[src/hdl/sound_pkg.sv]
/* Constants shared by the sound board RTL and the testbench model
   ADPCM tables follow the usual OKI 4-bit format with 49 step sizes */
package sound_pkg;

    localparam int addr_w = 16;              // Sound CPU address bus
    localparam int data_w = 8;

    localparam logic [3:0] io_page = 4'hf;   // F000-FFFF
    localparam logic [2:0] io_fm     = 3'd0; // Register index from A[3:1]
    localparam logic [2:0] io_oki    = 3'd1;
    localparam logic [2:0] io_bank   = 3'd2;
    localparam logic [2:0] io_rate   = 3'd3;
    localparam logic [2:0] io_latch0 = 3'd4;
    localparam logic [2:0] io_latch1 = 3'd5;

    localparam int ram_aw   = 11;            // 2 KB work RAM
    localparam int adpcm_aw = 18;            // Sample ROM

    localparam logic [4:0] phrase_bytes = 5'd16;

    // ADPCM clock enables per output sample
    localparam logic [7:0] rate_div_slow = 8'd165;
    localparam logic [7:0] rate_div_fast = 8'd132;

    localparam logic [5:0] cen_num = 6'd1;
    localparam logic [5:0] cen_den = 6'd48;

    localparam logic [11:0] adpcm_step_table [0:48] = '{
        12'd16,   12'd17,   12'd19,   12'd21,   12'd23,   12'd25,   12'd28,
        12'd31,   12'd34,   12'd37,   12'd41,   12'd45,   12'd50,   12'd55,
        12'd60,   12'd66,   12'd73,   12'd80,   12'd88,   12'd97,   12'd107,
        12'd118,  12'd130,  12'd143,  12'd157,  12'd173,  12'd190,  12'd209,
        12'd230,  12'd253,  12'd279,  12'd307,  12'd337,  12'd371,  12'd408,
        12'd449,  12'd494,  12'd544,  12'd598,  12'd658,  12'd724,  12'd796,
        12'd876,  12'd963,  12'd1060, 12'd1166, 12'd1282, 12'd1411, 12'd1552
    };

    // Indexed by the magnitude bits of the nibble
    localparam logic signed [4:0] adpcm_index_adjust [0:7] = '{
        -5'sd1, -5'sd1, -5'sd1, -5'sd1, 5'sd2, 5'sd4, 5'sd6, 5'sd8
    };

endpackage

[src/hdl/adpcm_fetch.sv]
`timescale 1ns/10ps
/* Single-voice phrase player, fixed length phrases starting at page*1024
   Sample-ROM data is ignored on the first cycle after an address change
   A late byte delays its nibble, a tick arriving while one is owed is lost */
module adpcm_fetch (
    input  logic                            clk,
    input  logic                            rst,
    input  logic                            cen_oki,
    input  logic                            oki_wr,
    input  logic [sound_pkg::data_w-1:0]    oki_wdata,
    input  logic                            rate_sel,
    output logic [sound_pkg::adpcm_aw-1:0]  adpcm_addr,
    input  logic [7:0]                      adpcm_data,
    input  logic                            adpcm_ok,
    output logic                            nib_valid,
    output logic [3:0]                      nibble,
    output logic                            phrase_start,
    output logic                            busy
);

    logic [$bits(sound_pkg::rate_div_slow)-1:0] div_cnt, div_last;
    logic [$clog2(sound_pkg::phrase_bytes)-1:0] byte_cnt;
    logic start, stop, tick, due, settle, have_byte, byte_ready, issue, half;
    logic [7:0] byte_q, cur_byte;

    assign start      = oki_wr & oki_wdata[7];
    assign stop       = oki_wr & ~oki_wdata[7];
    assign div_last   = rate_sel ? sound_pkg::rate_div_slow - 1'b1
                                 : sound_pkg::rate_div_fast - 1'b1;
    assign tick       = busy & cen_oki & (div_cnt >= div_last);
    assign byte_ready = have_byte | (~settle & adpcm_ok);
    assign cur_byte   = have_byte ? byte_q : adpcm_data;
    assign issue      = busy & (due | tick) & byte_ready;

    always_ff @(posedge clk, posedge rst) begin
        if (rst) begin
            div_cnt <= '0;
        end else if (start) begin
            div_cnt <= '0;
        end else if (cen_oki) begin
            div_cnt <= (div_cnt >= div_last) ? '0 : div_cnt + 1'b1;
        end
    end

    always_ff @(posedge clk, posedge rst) begin
        if (rst) begin
            busy         <= 1'b0;
            due          <= 1'b0;
            settle       <= 1'b0;
            have_byte    <= 1'b0;
            half         <= 1'b0;
            byte_cnt     <= '0;
            nib_valid    <= 1'b0;
            phrase_start <= 1'b0;
            adpcm_addr   <= '0;
        end else begin
            nib_valid    <= issue;
            phrase_start <= start;      // Clears the decoder
            if (start) begin
                busy       <= 1'b1;
                due        <= 1'b0;
                settle     <= 1'b1;
                have_byte  <= 1'b0;
                half       <= 1'b0;
                byte_cnt   <= '0;
                adpcm_addr <= {1'b0, oki_wdata[6:0], 10'd0};
            end else if (stop) begin
                busy <= 1'b0;
                due  <= 1'b0;
            end else if (busy) begin
                due    <= (due | tick) & ~issue;
                settle <= 1'b0;
                if (issue && half) begin
                    half       <= 1'b0;
                    have_byte  <= 1'b0;
                    settle     <= 1'b1;  // Next address
                    byte_cnt   <= byte_cnt + 1'b1;
                    adpcm_addr <= adpcm_addr + 1'b1;
                    if (byte_cnt == sound_pkg::phrase_bytes - 1'b1) busy <= 1'b0;
                end else begin
                    if (issue) half <= 1'b1;
                    if (byte_ready) have_byte <= 1'b1;
                end
            end
        end
    end

    always_ff @(posedge clk) begin
        if (byte_ready && !have_byte) byte_q <= adpcm_data;
        if (issue) nibble <= half ? cur_byte[3:0] : cur_byte[7:4];  // High nibble first
    end

endmodule

[config.mk]
export PLATFORM = sky130hd
export DESIGN_NAME = adpcm_fetch
export DESIGN_NICKNAME = d
export VERILOG_FILES = /design/src/hdl/sound_pkg.sv /design/src/hdl/adpcm_fetch.sv
export SDC_FILE = /design/constraint.sdc
export NUM_CORES = 1
export LEC_CHECK = 0
export ABC_AREA = 0
export BUFFER_PORTS_ARGS = -buffer_cell sky130_fd_sc_hd__buf_4
export CAP_MARGIN = 20
export CELL_PAD_IN_SITES_DETAIL_PLACEMENT = 0
export CELL_PAD_IN_SITES_GLOBAL_PLACEMENT = 1
export CORE_ASPECT_RATIO = 0.5
export CORE_UTILIZATION = 41
export CTS_BUF_LIST = sky130_fd_sc_hd__clkbuf_4 sky130_fd_sc_hd__clkbuf_8
export DETAILED_ROUTE_END_ITERATION = 16
export PLACE_DENSITY = 0.81
export SLEW_MARGIN = 20
export SYNTH_ARGS = -nofsm -noshare
export SYNTH_HDL_FRONTEND = slang
export SYNTH_SLANG_ARGS = --single-unit
[constraint.sdc]
create_clock -name clk -period 2.2 [get_ports clk]
set_input_delay 0.44 -clock clk [delete_from_list [all_inputs] [get_ports clk]]
set_output_delay 0.44 -clock clk [all_outputs]
set_load 0.005 [all_outputs]
# After elaboration in Yosys (flattened, before gate mapping)
# Cells that the tools add are included.
[op_classes] n_mul=0 eq_ne=2 n_lt_le_gt_ge=1 mux=36 bitwise=13 shifts=0 n_addsub=3 reduce_logical=13 n_div=0
[op_table] operator="$mux W18" count=4
[op_table] operator="$mux W8" count=4
[op_table] operator="$mux W1" count=22
[op_table] operator="$mux W4" count=5
[op_table] operator="$add A18 B1 Y18 const B" count=1
[op_table] operator="$reduce_and A3 Y1" count=3
[op_table] operator="$reduce_bool A3 Y1" count=3
[op_table] operator="$add A8 B1 Y8 const B" count=1
[op_table] operator="$and A1 B1 Y1" count=8
[op_table] operator="$ge A8 B8 Y1" count=1
[op_table] operator="$mux W6" count=1
[op_table] operator="$reduce_bool A2 Y1" count=3
[op_table] operator="$add A4 B1 Y4 const B" count=1
[op_table] operator="$eq A4 B4 Y1 const B" count=1
[op_table] operator="$not A1 Y1" count=3
[op_table] operator="$logic_and A1 B1 Y1" count=2
[op_table] operator="$ne A2 B2 Y1 const B" count=1
[op_table] operator="$or A1 B1 Y1" count=2
[op_table] operator="$reduce_and A2 Y1" count=1
[op_table] operator="$logic_not A1 Y1" count=1
[totals] input_bits=22 wordCells=80 regBits=49 ram_bits=0 out_inout_bits=25 latch_bits=0 rom_bits=0 mem_count=0

# Longest topological paths before layout
# Gate-level depths: netlist of the first run.
[logic_depth] word_depth=11 depth_mapped=9 depth_no_buf=7

# Worst setup path before layout of the first run
# Ideal clock, no wire load.
[synth_timing] path_kind="input port to flip-flop" start="input rate_sel" end="register nibble[0], enable pin" setup_slack_ns=0.018 path_stages=8 t_arrival_ns=1.926 n_path_buf=2 cell_sequence="inv_1 ha_1 a211o_1 a41o_1 a41oi_4 buf_4 buf_6 nor2_1"
[synth_between] elab_chain_len=6
[synth_rtl] element="from (decl)" line_no="adpcm_fetch.sv:11" rtl="input logic rate_sel,"
[synth_rtl] element="$mux W6" line_no="adpcm_fetch.sv:28" rtl="assign div_last = rate_sel ? sound_pkg::rate_div_slow - 1'b1"
[synth_rtl] element="$ge A8 B8 Y1" line_no="adpcm_fetch.sv:30" rtl="assign tick = busy & cen_oki & (div_cnt >= div_last);"
[synth_rtl] element="$and A1 B1 Y1" line_no="adpcm_fetch.sv:30"
[synth_rtl] element="$or A1 B1 Y1" line_no="adpcm_fetch.sv:33" rtl="assign issue = busy & (due | tick) & byte_ready;"
[synth_rtl] element="$and A1 B1 Y1 (2 in a row)" line_no="adpcm_fetch.sv:33"
[synth_rtl] element="named net issue" line_no="adpcm_fetch.sv:23" rtl="logic start, stop, tick, due, settle, have_byte, byte_ready, issue, half;"
[synth_rtl] element="to (signal assigned)" line_no="adpcm_fetch.sv:90" rtl="if (issue) nibble <= half ? cur_byte[3:0] : cur_byte[7:4];"
[synth_rtl] element="to (decl)" line_no="adpcm_fetch.sv:16" rtl="output logic [3:0] nibble,"
# The timed path passes the listed nets, and every way through them passes these cells.
# A chain may end at the register's enable or synchronous reset.

# Worst setup path in the final report of the first run
[layout_timing] start="register div_cnt[5] (netlist name)" end="register adpcm_addr[15] (netlist name)"
[layout_between] elab_chain_len=8
[layout_rtl] element="from (decl)" line_no="adpcm_fetch.sv:21" rtl="logic [$bits(sound_pkg::rate_div_slow)-1:0] div_cnt, div_last;"
[layout_rtl] element="from (signal assigned)" line_no="adpcm_fetch.sv:41" rtl="div_cnt <= (div_cnt >= div_last) ? '0 : div_cnt + 1'b1;"
[layout_rtl] element="$ge A8 B8 Y1" line_no="adpcm_fetch.sv:30"
[layout_rtl] element="$and A1 B1 Y1" line_no="adpcm_fetch.sv:30"
[layout_rtl] element="$or A1 B1 Y1" line_no="adpcm_fetch.sv:33"
[layout_rtl] element="$and A1 B1 Y1 (2 in a row)" line_no="adpcm_fetch.sv:33"
[layout_rtl] element="$logic_and A1 B1 Y1" line_no="adpcm_fetch.sv:73" rtl="if (issue && half) begin"
[layout_rtl] element="$reduce_bool A2 Y1 (no line)"
[layout_rtl] element="$reduce_and A3 Y1 (no line)"
[layout_rtl] element="to (signal assigned)" line_no="adpcm_fetch.sv:66" rtl="adpcm_addr <= {1'b0, oki_wdata[6:0], 10'd0};"
[layout_rtl] element="to (signal assigned)" line_no="adpcm_fetch.sv:78" rtl="adpcm_addr <= adpcm_addr + 1'b1;"
[layout_rtl] element="to (decl)" line_no="adpcm_fetch.sv:12" rtl="output logic [sound_pkg::adpcm_aw-1:0] adpcm_addr,"
# Every way passes these cells.

==> results of run 1 <==
-- flip-flops by register name, indices dropped and copies added, names as in the netlist --
name,count
have_byte,1
byte_q,8
phrase_start,1
adpcm_addr,18
due,1
div_cnt,8
nib_valid,1
nibble,4
half,1
byte_cnt,4
settle,1
busy,1
-- per-layer routing --
layer  routed length [µm]  vias to the layer above
li1                     -                     1069
met1                 3014                     1066
met2                 2829                       37
met3                  192                        6
met4                   72                        0
met5                    0                        -
-- cells in the mapped netlist (2+ instances only) --
cell	instances
mux4_2	4
o21ai_0	19
a211oi_1	2
edfxtp_1	12
a41o_1	3
clkbuf_1	5
a21oi_1	11
nand4_1	5
and4_1	3
and3_1	5
mux2i_1	6
nor2_1	12
buf_6	2
o31ai_1	4
ha_1	7
or3_1	13
nand2_1	19
a31oi_1	11
nor2b_1	3
inv_1	9
or2_2	3
nor3_1	5
buf_4	4
dfrtp_1	37
o311ai_0	2
nand2b_1	2
nand3_1	13
or4_1	5
o41ai_1	2
and2_1	4
-- worst min-delay path by stage --
| stage | end | slack (ns) | startpoint |
|---|---|---|---|
| after floorplan | byte_cnt[3]$_DFFE_PP0P_ | 0.45 | byte_cnt[3]$_DFFE_PP0P_ |
| after global placement | byte_cnt[3]$_DFFE_PP0P_ | 0.47 | byte_cnt[3]$_DFFE_PP0P_ |
| after detailed placement | settle$_DFFE_PP0P_ | 0.49 | settle$_DFFE_PP0P_ |
| after CTS | adpcm_addr[17]$_DFFE_PP0P_ | 0.27 | rst |
| after global routing | adpcm_addr[17]$_DFFE_PP0P_ | 0.30 | rst |
| final | div_cnt[2]$_DFFE_PP0P_ | 0.25 | rst |
-- power by group through the flow --
stage	clock [mW]	sequential [mW]	combinational (mW)
after floorplan	0	1.04	0.189
after global placement	0	1.05	0.338
after detailed placement	0	1.05	0.347
after CTS	0.553	1.04	0.348
after global routing	0.581	1.04	0.382
final	0.540	1.04	0.346
-- worst max-delay path: cells and delay by family (launching register included) --
family / cells / cell delay (ns)
AO/OA/AOI/OAI: 4 / 0.60
adder cells (fa/ha/maj): 1 / 0.28
buffers and inverters: 2 / 0.32
flip-flops: 1 / 0.46
AND/OR/NAND/NOR: 1 / 0.46
-- area by class of cell --
| type | count | area [µm²] | share of cell area [%] |
|---|---|---|---|
| clock buffer | 5 | 68.82 | 2.061 |
| clock inverter | 3 | 17.52 | 0.5245 |
| inverter | 9 | 33.78 | 1.012 |
| multi-input combinational | 177 | 1246 | 37.32 |
| sequential | 49 | 1287 | 38.55 |
| tap | 88 | 110.1 | 3.297 |
| timing repair buffer | 67 | 575.6 | 17.23 |
-- metrics by stage --
stage / area, µm² / cells / total power [mW]
floorplan: 2620 / 248 / 1.233
global placement: 3147 / 386 / 1.388
detailed placement: 3147 / 386 / 1.401
CTS: 3233 / 394 / 1.936
global route: 3339 / 398 / 2.008
finish: 3339 / 398 / 1.921
-- logic make-up after synthesis --
logic type	Yosys count	synth area share, %
fa+ha+maj	7	3.343
compound gates	64	17.05
flops	49	49.09
simple gates	96	20.39
mux	10	5.731
buf+inv	22	4.393
-- repair_timing --
item | in CTS | in global routing
hold buffers | 0 | 0
endpoints found under the setup margin | 0 | 28
setup buffers | 0 | 2
resized for setup | 0 | 6
==> flow_metrics.env, run 1 <==
export IMPL_nFillCells=557
export IMPL_place_congestion=0.8218
export IMPL_cts_sinks=49
export IMPL_clk_pin_slew_ns=0.09
export IMPL_drv_cap=0
export IMPL_holdWs_ns=0.2530
export IMPL_reg2reg_slack_ns=0.007
export IMPL_antenna_found_initial=0
export IMPL_rsz0062_at_grt="true"
export IMPL_layout_commonest_cell="buf_4"
export IMPL_ir_worst_vdd_mv=0.2619
export IMPL_pwr_density_cell_mw_per_mm2=575.4
export IMPL_hp_class="in2async"
export IMPL_yosys_cell_types_count=46
export IMPL_ys_flop_type="dfrtp_1"
export IMPL_r2r_start="div_cnt[5]$_DFFE_PP0P_"
export IMPL_busiest_layer="met2"
export IMPL_crit_path_end_kind="flip-flop"
export IMPL_met3_usage_pct=3.811
export IMPL_diodes=0
export IMPL_yosys_warnings=0
export IMPL_drive_gt1_share_pct=31.29
export IMPL_cp_max_fo=10
export IMPL_layout_common_cells="buf_4 (62), dfrtp_1 (36), nand2_1 (19), o21ai_0 (19)"
export IMPL_power_frac_seq_pct=53.9
export IMPL_power_frac_clock_pct=28.1
export IMPL_layout_nets=338
export IMPL_clk_latency_ns=0.30
export IMPL_finalHoldViolations=0
export IMPL_post_dp_hpwl_mm=4.110
export IMPL_cts_buffer_depth=2
export IMPL_clock_root_buffer="clkbuf_8"
export IMPL_first_pass_iters=4
export IMPL_synth_edf_count=12
export IMPL_postSynthCellCount=248
export IMPL_place_port_buffers=46
export IMPL_fin_crit_sh_pct=99.67
export IMPL_tightest_slew_ns=0.5530
export IMPL_area_growth_pct=27.46
export IMPL_critPathLaunch="div_cnt[5]$_DFFE_PP0P_"
export IMPL_avgSynthCellArea_um2=10.56
export IMPL_cts_tree="built"
export IMPL_status="finished clean"
export IMPL_ant_nets=0
export IMPL_worst_r2r_cell_count=8
export IMPL_syn_area_mm2=0.002620
export IMPL_cp_start_kind="flip-flop"
export IMPL_num_rows=20
export IMPL_grtUsageMet1_pct=26.41
export IMPL_p_leak_nw=1.448
export IMPL_endpoint="adpcm_addr[15]$_DFFE_PP0P_"
export IMPL_finalCriticalPeriod_ns=2.193
export IMPL_grt_max_degree=38
export IMPL_setup_violations=0
export IMPL_synth_async_reset_ratio_pct=75.51
export IMPL_ys_seq_elements=49
export IMPL_slew_viol_final=0
export IMPL_synth_area_leaders="dfrtp_1 (35%), edfxtp_1 (14%), o21ai_0 (3.6%)"
export IMPL_comb_power_share_pct=18.0
export IMPL_core_region_area_mm2=0.006106
export IMPL_grt_pass1_wl_mm=9.936
export IMPL_start_util_pct=42.91
export IMPL_h_tree_depth=2
export IMPL_grt_pass1_vias=2080
export IMPL_num_vias=2178
export IMPL_fin_ws_ns=0.007173
export IMPL_die_area_mm2=0.006733
export IMPL_gr_usage_met2_pct=30.21
export IMPL_synth_top_area_share_pct=35.34
export IMPL_yosys_area_top_type="dfrtp_1"
export IMPL_synth_nets=277
export IMPL_r2r_end="adpcm_addr[15]$_DFFE_PP0P_"
export IMPL_arrival_ns=2.42
export IMPL_crit_type="reg2reg"
export IMPL_cp_slowest_cell="dfrtp_2"
export IMPL_grt_total_usage_pct=18.99
export IMPL_totalNegativeSetupSlack_ns=0
export IMPL_maxSlewHeadroom_pct=62.97
export IMPL_drc=0
export IMPL_wire_per_inst_um=15.35
export IMPL_p_int_mw=1.386
export IMPL_fmax_mhz=456.0
export IMPL_skew_ns=0.003418
export IMPL_switching_share_pct=27.84
export IMPL_p_sw_mw=0.5349
export IMPL_globalRouteOverflowTotal=0
export IMPL_die_w_um=115.1
export IMPL_crit_chain="ha_4, a211o_1, a41o_1, a41oi_4, buf_12, clkbuf_16, or4_1, a31oi_1"
export IMPL_yosysSeqAreaShare_pct=49.09
export IMPL_ios=47
export IMPL_routed_wl_mm=6.109
export IMPL_dp_slack_ns=-0.1716
export IMPL_fin_util_pct=54.69
export IMPL_fp_dieH_um=58.53
export IMPL_vias_per_cell=5.472
export IMPL_cts_buffers=5
export IMPL_drt_iter0_drc=122
export IMPL_crit_required_ns=2.43
export IMPL_max_stage_delay_ns=0.46
(Power assumes the default switching activity.)
==> run 2: changes to the inputs <==
RECOVER_POWER = 25   (was unset)
SETUP_SLACK_MARGIN = 0.5   (was unset)
==> run 2 against run 1 <==
Compared with the run above:
- clock-buffer cell count unchanged
- core utilization up 0.82 points
- die area unchanged
- sequential power about the same
- hold slack better by 0.070 ns
- clock skew up 0.0035 ns
- via count down 0.78%
- setup slack better by 0.13 ns
- critical path depth down 1
- global-route usage down 0.28 points
- total power up 8.5%
- critical path type unchanged
- largest cell class is now multi-input combinational cells
- highest routed layer unchanged
==> flow_metrics.env, run 2 (synthesized netlist as in run 1, its figures left out) <==
export IMPL_drv_cap=0
export IMPL_grt_total_usage_pct=18.71
export IMPL_pwr_density_cell_mw_per_mm2=614.8
export IMPL_area_growth_pct=29.37
export IMPL_grt_pass1_vias=2002
export IMPL_setup_violations=0
export IMPL_ant_nets=0
export IMPL_place_port_buffers=46
export IMPL_largest_reg_flops=18
export IMPL_grtUsageMet1_pct=25.81
export IMPL_place_congestion=0.7857
export IMPL_totalNegativeSetupSlack_ns=0
export IMPL_grt_max_degree=38
export IMPL_ios=47
export IMPL_antenna_found_initial=0
export IMPL_cp_max_fo=21
export IMPL_routed_wl_mm=5.770
export IMPL_layout_nets=336
export IMPL_busiest_layer="met2"
export IMPL_fmax_mhz=485.0
export IMPL_hp_class="in2reg"
export IMPL_dpl_cell_area_mm2=0.003171
export IMPL_die_w_um=115.1
export IMPL_cts_sinks=49
export IMPL_h_tree_depth=2
export IMPL_layout_common_cells="buf_4 (51), dfrtp_1 (37), nand2_1 (18)"
export IMPL_dp_slack_ns=-0.08704
export IMPL_start_util_pct=42.91
export IMPL_status="finished clean"
export IMPL_globalRouteOverflowTotal=0
export IMPL_crit_required_ns=2.43
export IMPL_fin_crit_sh_pct=93.72
export IMPL_grt_pass1_wl_mm=9.632
export IMPL_cts_tree="built"
export IMPL_cts_buffers=5
export IMPL_fin_ws_ns=0.1382
export IMPL_cts_hold_buf=0
export IMPL_first_pass_iters=5
export IMPL_skew_ns=0.006885
export IMPL_crit_chain="ha_4, nand2_4, o21ai_4, a41oi_4, buf_12, or4_1, a31oi_1"
export IMPL_met3_usage_pct=3.811
export IMPL_ir_worst_vdd_mv=0.2855
export IMPL_layout_commonest_cell="buf_4"
export IMPL_num_vias=2161
export IMPL_clock_root_buffer="clkbuf_8"
export IMPL_max_stage_delay_ns=0.47
export IMPL_clk_latency_ns=0.30
export IMPL_arrival_ns=2.29
export IMPL_cts_buffer_depth=2
export IMPL_seq_area_mm2=0.001286
export IMPL_drt_iter0_drc=83
export IMPL_rsz0062_at_grt="true"
export IMPL_post_dp_hpwl_mm=4.082
export IMPL_wire_per_inst_um=14.57
export IMPL_die_area_mm2=0.006733
export IMPL_finalCriticalPeriod_ns=2.062
export IMPL_crit_type="reg2reg"
export IMPL_regMostFlops="adpcm_addr"
export IMPL_num_rows=20
export IMPL_gr_usage_met2_pct=30.46
export IMPL_finalHoldViolations=0
export IMPL_p_leak_nw=1.432
export IMPL_crit_path_end_kind="flip-flop"
export IMPL_vias_per_cell=5.457
export IMPL_final_area_mm2=0.003390
export IMPL_core_region_area_mm2=0.006106
export IMPL_drive_gt1_share_pct=31.82
export IMPL_top_regs="adpcm_addr (18), byte_q (8), div_cnt (8)"
export IMPL_nFillCells=564
export IMPL_holdWs_ns=0.3229
export IMPL_cp_slowest_cell="or4_1"
export IMPL_cp_start_kind="flip-flop"
export IMPL_fp_dieH_um=58.53
export IMPL_maxSlewHeadroom_pct=36.79
export IMPL_multi_input_area_mm2=0.001301
export IMPL_diodes=0
export IMPL_drc=0
export IMPL_tightest_slew_ns=0.9482
export IMPL_clk_pin_slew_ns=0.10
export IMPL_slew_viol_final=0
==> run 2: changes by cell type in the layout (fill, tap and decap cells not counted), sizes merged <==
cell / change
buf: -10
clkbuf: +8
clkinv: -1
bufinv: +1
==> run 2: critical path: cells and delay by family, from the launching register on <==
family | cells | cell delay, ns
AOI/OAI and AO/OA | 3 | 0.53
adders and majority gates | 1 | 0.30
buffers and inverters | 1 | 0.19
DFF | 1 | 0.43
and+or+nand+nor | 2 | 0.52
==> run 2: area by class of cell <==
type / instances / share of cell area [%]
clock buffers: 5 / 2.030
repair buffers: 65 / 15.54
well taps: 88 / 3.248
multi-input cells: 177 / 38.39
inverters: 9 / 1.477
clock inverters: 3 / 1.366
flip-flops and latches: 49 / 37.95
==> run 2: final timing paths <==
kind / from / end / slack (ns) / cells past startpoint
worst max-delay path: div_cnt[2]$_DFFE_PP0P_ / adpcm_addr[15]$_DFFE_PP0P_ / 0.14 / 7
worst min-delay path: oki_wr / due$_DFFE_PP0P_ / 0.32 / 2
worst max register to register: div_cnt[2]$_DFFE_PP0P_ / adpcm_addr[15]$_DFFE_PP0P_ / 0.14 / 7
worst min register to register: byte_cnt[3]$_DFFE_PP0P_ / byte_cnt[3]$_DFFE_PP0P_ / 0.48 / 1
max in group asynchronous: rst / adpcm_addr[0]$_DFFE_PP0P_ / 1.19 / 3
min in group asynchronous: rst / phrase_start$_DFF_PP0_ / 0.43 / 3
==> run 2: stage by stage <==
step	util, %	power, mW	cells
after global placement	51.93	1.396	383
after floorplan	-	1.256	248
after global routing	55.51	2.189	396
after CTS	55.66	2.106	396
after detailed placement	51.93	1.413	383
final	55.51	2.084	396
==> run 2: power breakdown <==
group / switching (mW) / internal, mW / total, mW
Clock: 0.318 / 0.341 / 0.658
Sequential: 0.0504 / 0.986 / 1.04
Combinational: 0.195 / 0.194 / 0.389
==> run 2: layer usage <==
metal,vias to the layer above,part of all wire (%)
met2,46,46
met1,1052,50
met3,5,3.6
met4,0,0.83
met5,-,0
li1,1058,-
==> run 2: timing repair <==
item | in CTS | in global routing
buffers inserted | 4 | 0
setup endpoints to repair | 40 | 40
pin swaps | 3 | 3
gates resized for setup | 11 | 3
cloned | 1 | 0
==> run 3: changes to the inputs <==
CORE_UTILIZATION = 39   (was 41)
CTS_BUF_LIST = sky130_fd_sc_hd__clkbuf_16   (was sky130_fd_sc_hd__clkbuf_4 sky130_fd_sc_hd__clkbuf_8)
PLACE_DENSITY = 0.78   (was 0.81)
==> run 3 against run 2 <==
Compared with the run above:
- global-route usage grew 0.98 points
- cell count grew 2.5%
- fmax shrank 0.41%
- critical endpoint is now adpcm_addr[6]$_DFFE_PP0P_
- cell area grew 8.0%
- die area grew 5.0%
- largest cell class unchanged
==> flow_metrics.env, run 3 (synthesized netlist as in run 1, its figures left out) <==
export IMPL_top_regs="adpcm_addr (18), byte_q (8), div_cnt (8)"
export IMPL_drv_cap=0
export IMPL_largest_reg_flops=18
export IMPL_p_sw_mw=0.6324
export IMPL_grt_total_usage_pct=19.69
export IMPL_drive_gt1_share_pct=38.68
export IMPL_comb_power_share_pct=19.8
export IMPL_whs_endpoint="byte_q[2]$_DFFE_PP_"
export IMPL_diodes=0
export IMPL_globalRouteOverflowTotal=0
export IMPL_fp_dieH_um=59.96
export IMPL_p_leak_nw=1.560
export IMPL_multi_input_area_mm2=0.001415
export IMPL_start_util_pct=41.71
export IMPL_cts_hold_buf=0
export IMPL_num_vias=2260
export IMPL_layout_nets=346
export IMPL_power_frac_clock_pct=34.6
export IMPL_rsz0062_at_grt="true"
export IMPL_nFillCells=563
export IMPL_status="finished clean"
export IMPL_skew_ns=0.005327
export IMPL_power_frac_seq_pct=45.6
export IMPL_cp_start_kind="flip-flop"
export IMPL_critPathLaunch="div_cnt[2]$_DFFE_PP0P_"
export IMPL_tightest_slew_ns=0.9527
export IMPL_clk_pin_slew_ns=0.07
export IMPL_r2r_start="div_cnt[2]$_DFFE_PP0P_"
export IMPL_layout_commonest_cell="buf_4"
export IMPL_drc=0
export IMPL_dp_slack_ns=-0.09906
export IMPL_seq_area_mm2=0.001286
export IMPL_dp_cells=384
export IMPL_setup_violations=0
export IMPL_finalCriticalPeriod_ns=2.070
export IMPL_clk_latency_ns=0.29
export IMPL_switching_share_pct=27.78
export IMPL_die_w_um=117.9
export IMPL_post_dp_hpwl_mm=4.287
export IMPL_cts_buffer_depth=2
export IMPL_first_pass_iters=4
export IMPL_ios=47
export IMPL_min_from="adpcm_data[2]"
export IMPL_cts_sinks=49
export IMPL_wire_per_inst_um=16.30
export IMPL_crit_path_end_kind="flip-flop"
export IMPL_grt_pass1_wl_mm=10.82
export IMPL_drt_iter0_drc=129
export IMPL_vias_per_cell=5.567
export IMPL_crit_required_ns=2.41
export IMPL_grt_pass1_vias=2239
export IMPL_r2r_end="adpcm_addr[6]$_DFFE_PP0P_"
export IMPL_dpl_cell_area_mm2=0.003178
export IMPL_worst_r2r_cell_count=8
export IMPL_h_tree_depth=2
export IMPL_hp_class="in2reg"
export IMPL_layout_cells_non_filler=406
export IMPL_crit_type="reg2reg"
export IMPL_reg2reg_slack_ns=0.13
export IMPL_total_power_mw=2.276
export IMPL_routed_wl_mm=6.619
export IMPL_fmax_mhz=483.0
export IMPL_cts_buffers=5
export IMPL_fin_util_pct=58.27
export IMPL_fin_crit_sh_pct=94.11
export IMPL_holdWs_ns=0.3580
export IMPL_slew_viol_final=0
export IMPL_antenna_found_initial=0
export IMPL_fin_ws_ns=0.1297
export IMPL_place_port_buffers=46
export IMPL_ant_nets=0
export IMPL_cts_tree="built"
export IMPL_clock_root_buffer="clkbuf_16"
export IMPL_cp_max_fo=9
export IMPL_ir_worst_vdd_mv=0.3326
export IMPL_arrival_ns=2.28
export IMPL_finalHoldViolations=0
export IMPL_maxSlewHeadroom_pct=36.49
export IMPL_final_area_mm2=0.003660
export IMPL_pwr_density_cell_mw_per_mm2=621.9
export IMPL_place_congestion=0.7869
export IMPL_grt_max_degree=38
export IMPL_min_path_cells=1
export IMPL_num_rows=20
export IMPL_regMostFlops="adpcm_addr"
export IMPL_die_area_mm2=0.007070
export IMPL_area_growth_pct=39.68
export IMPL_core_region_area_mm2=0.006281
export IMPL_layout_common_cells="buf_4 (58), dfrtp_1 (37), nand2_1 (18)"
export IMPL_totalNegativeSetupSlack_ns=0
export IMPL_p_int_mw=1.644
## run 3: worst max path at each step
stage / cells past startpoint / to / slack [ns]
finish: 8 / adpcm_addr[6]$_DFFE_PP0P_ / 0.13
global route: 8 / byte_cnt[1]$_DFFE_PP0P_ / 0.04
CTS: 8 / byte_cnt[1]$_DFFE_PP0P_ / 0.12
detailed placement: 9 / adpcm_addr[15]$_DFFE_PP0P_ / -0.1
global placement: 9 / adpcm_addr[15]$_DFFE_PP0P_ / -0.04
floorplan: 8 / nibble[0]$_DFFE_PP_ / 0.30
## run 3: worst max-delay path, cell delays in order, from the launching register on
cell     delay, ns
dfrtp_1       0.42
ha_4          0.30
nand2_4       0.05
o21ai_4       0.19
a41oi_4       0.18
buf_12        0.18
buf_16        0.13
or4_1         0.40
a21oi_1       0.13
## run 3: area by class of cell
class / count / area share (%)
well taps: 88 / 3.009
multi-input cells: 177 / 38.67
clock inverters: 3 / 0.6838
clock buffers: 5 / 3.419
repair buffers: 75 / 17.71
flip-flops and latches: 49 / 35.15
inverters: 9 / 1.368
## run 3: per-layer routing
metal	track usage, %	part of all wire (%)	routed length [µm]	vias to the layer above
met4	5.311	0.97	64	0
met5	0	0	0	-
met3	3.817	4.7	311	6
met1	26.37	47	3079	1112
met2	33.36	48	3163	58
li1	-	-	-	1084
## run 3: what timing repair did
item | 4_1_cts | 5_1_grt
pin swaps | 8 | 6
gates cloned | 2 | 1
gates resized for setup | 21 | 16
buffers inserted | 9 | 2
setup endpoints to repair | 40 | 40
## run 3: power by group through the flow
stage	combinational, mW	clock, mW	sequential, mW
after floorplan	0.208	0	1.05
after global placement	0.351	0	1.05
after detailed placement	0.361	0	1.05
after CTS	0.438	0.800	1.04
after global routing	0.492	0.839	1.05
final	0.450	0.788	1.04
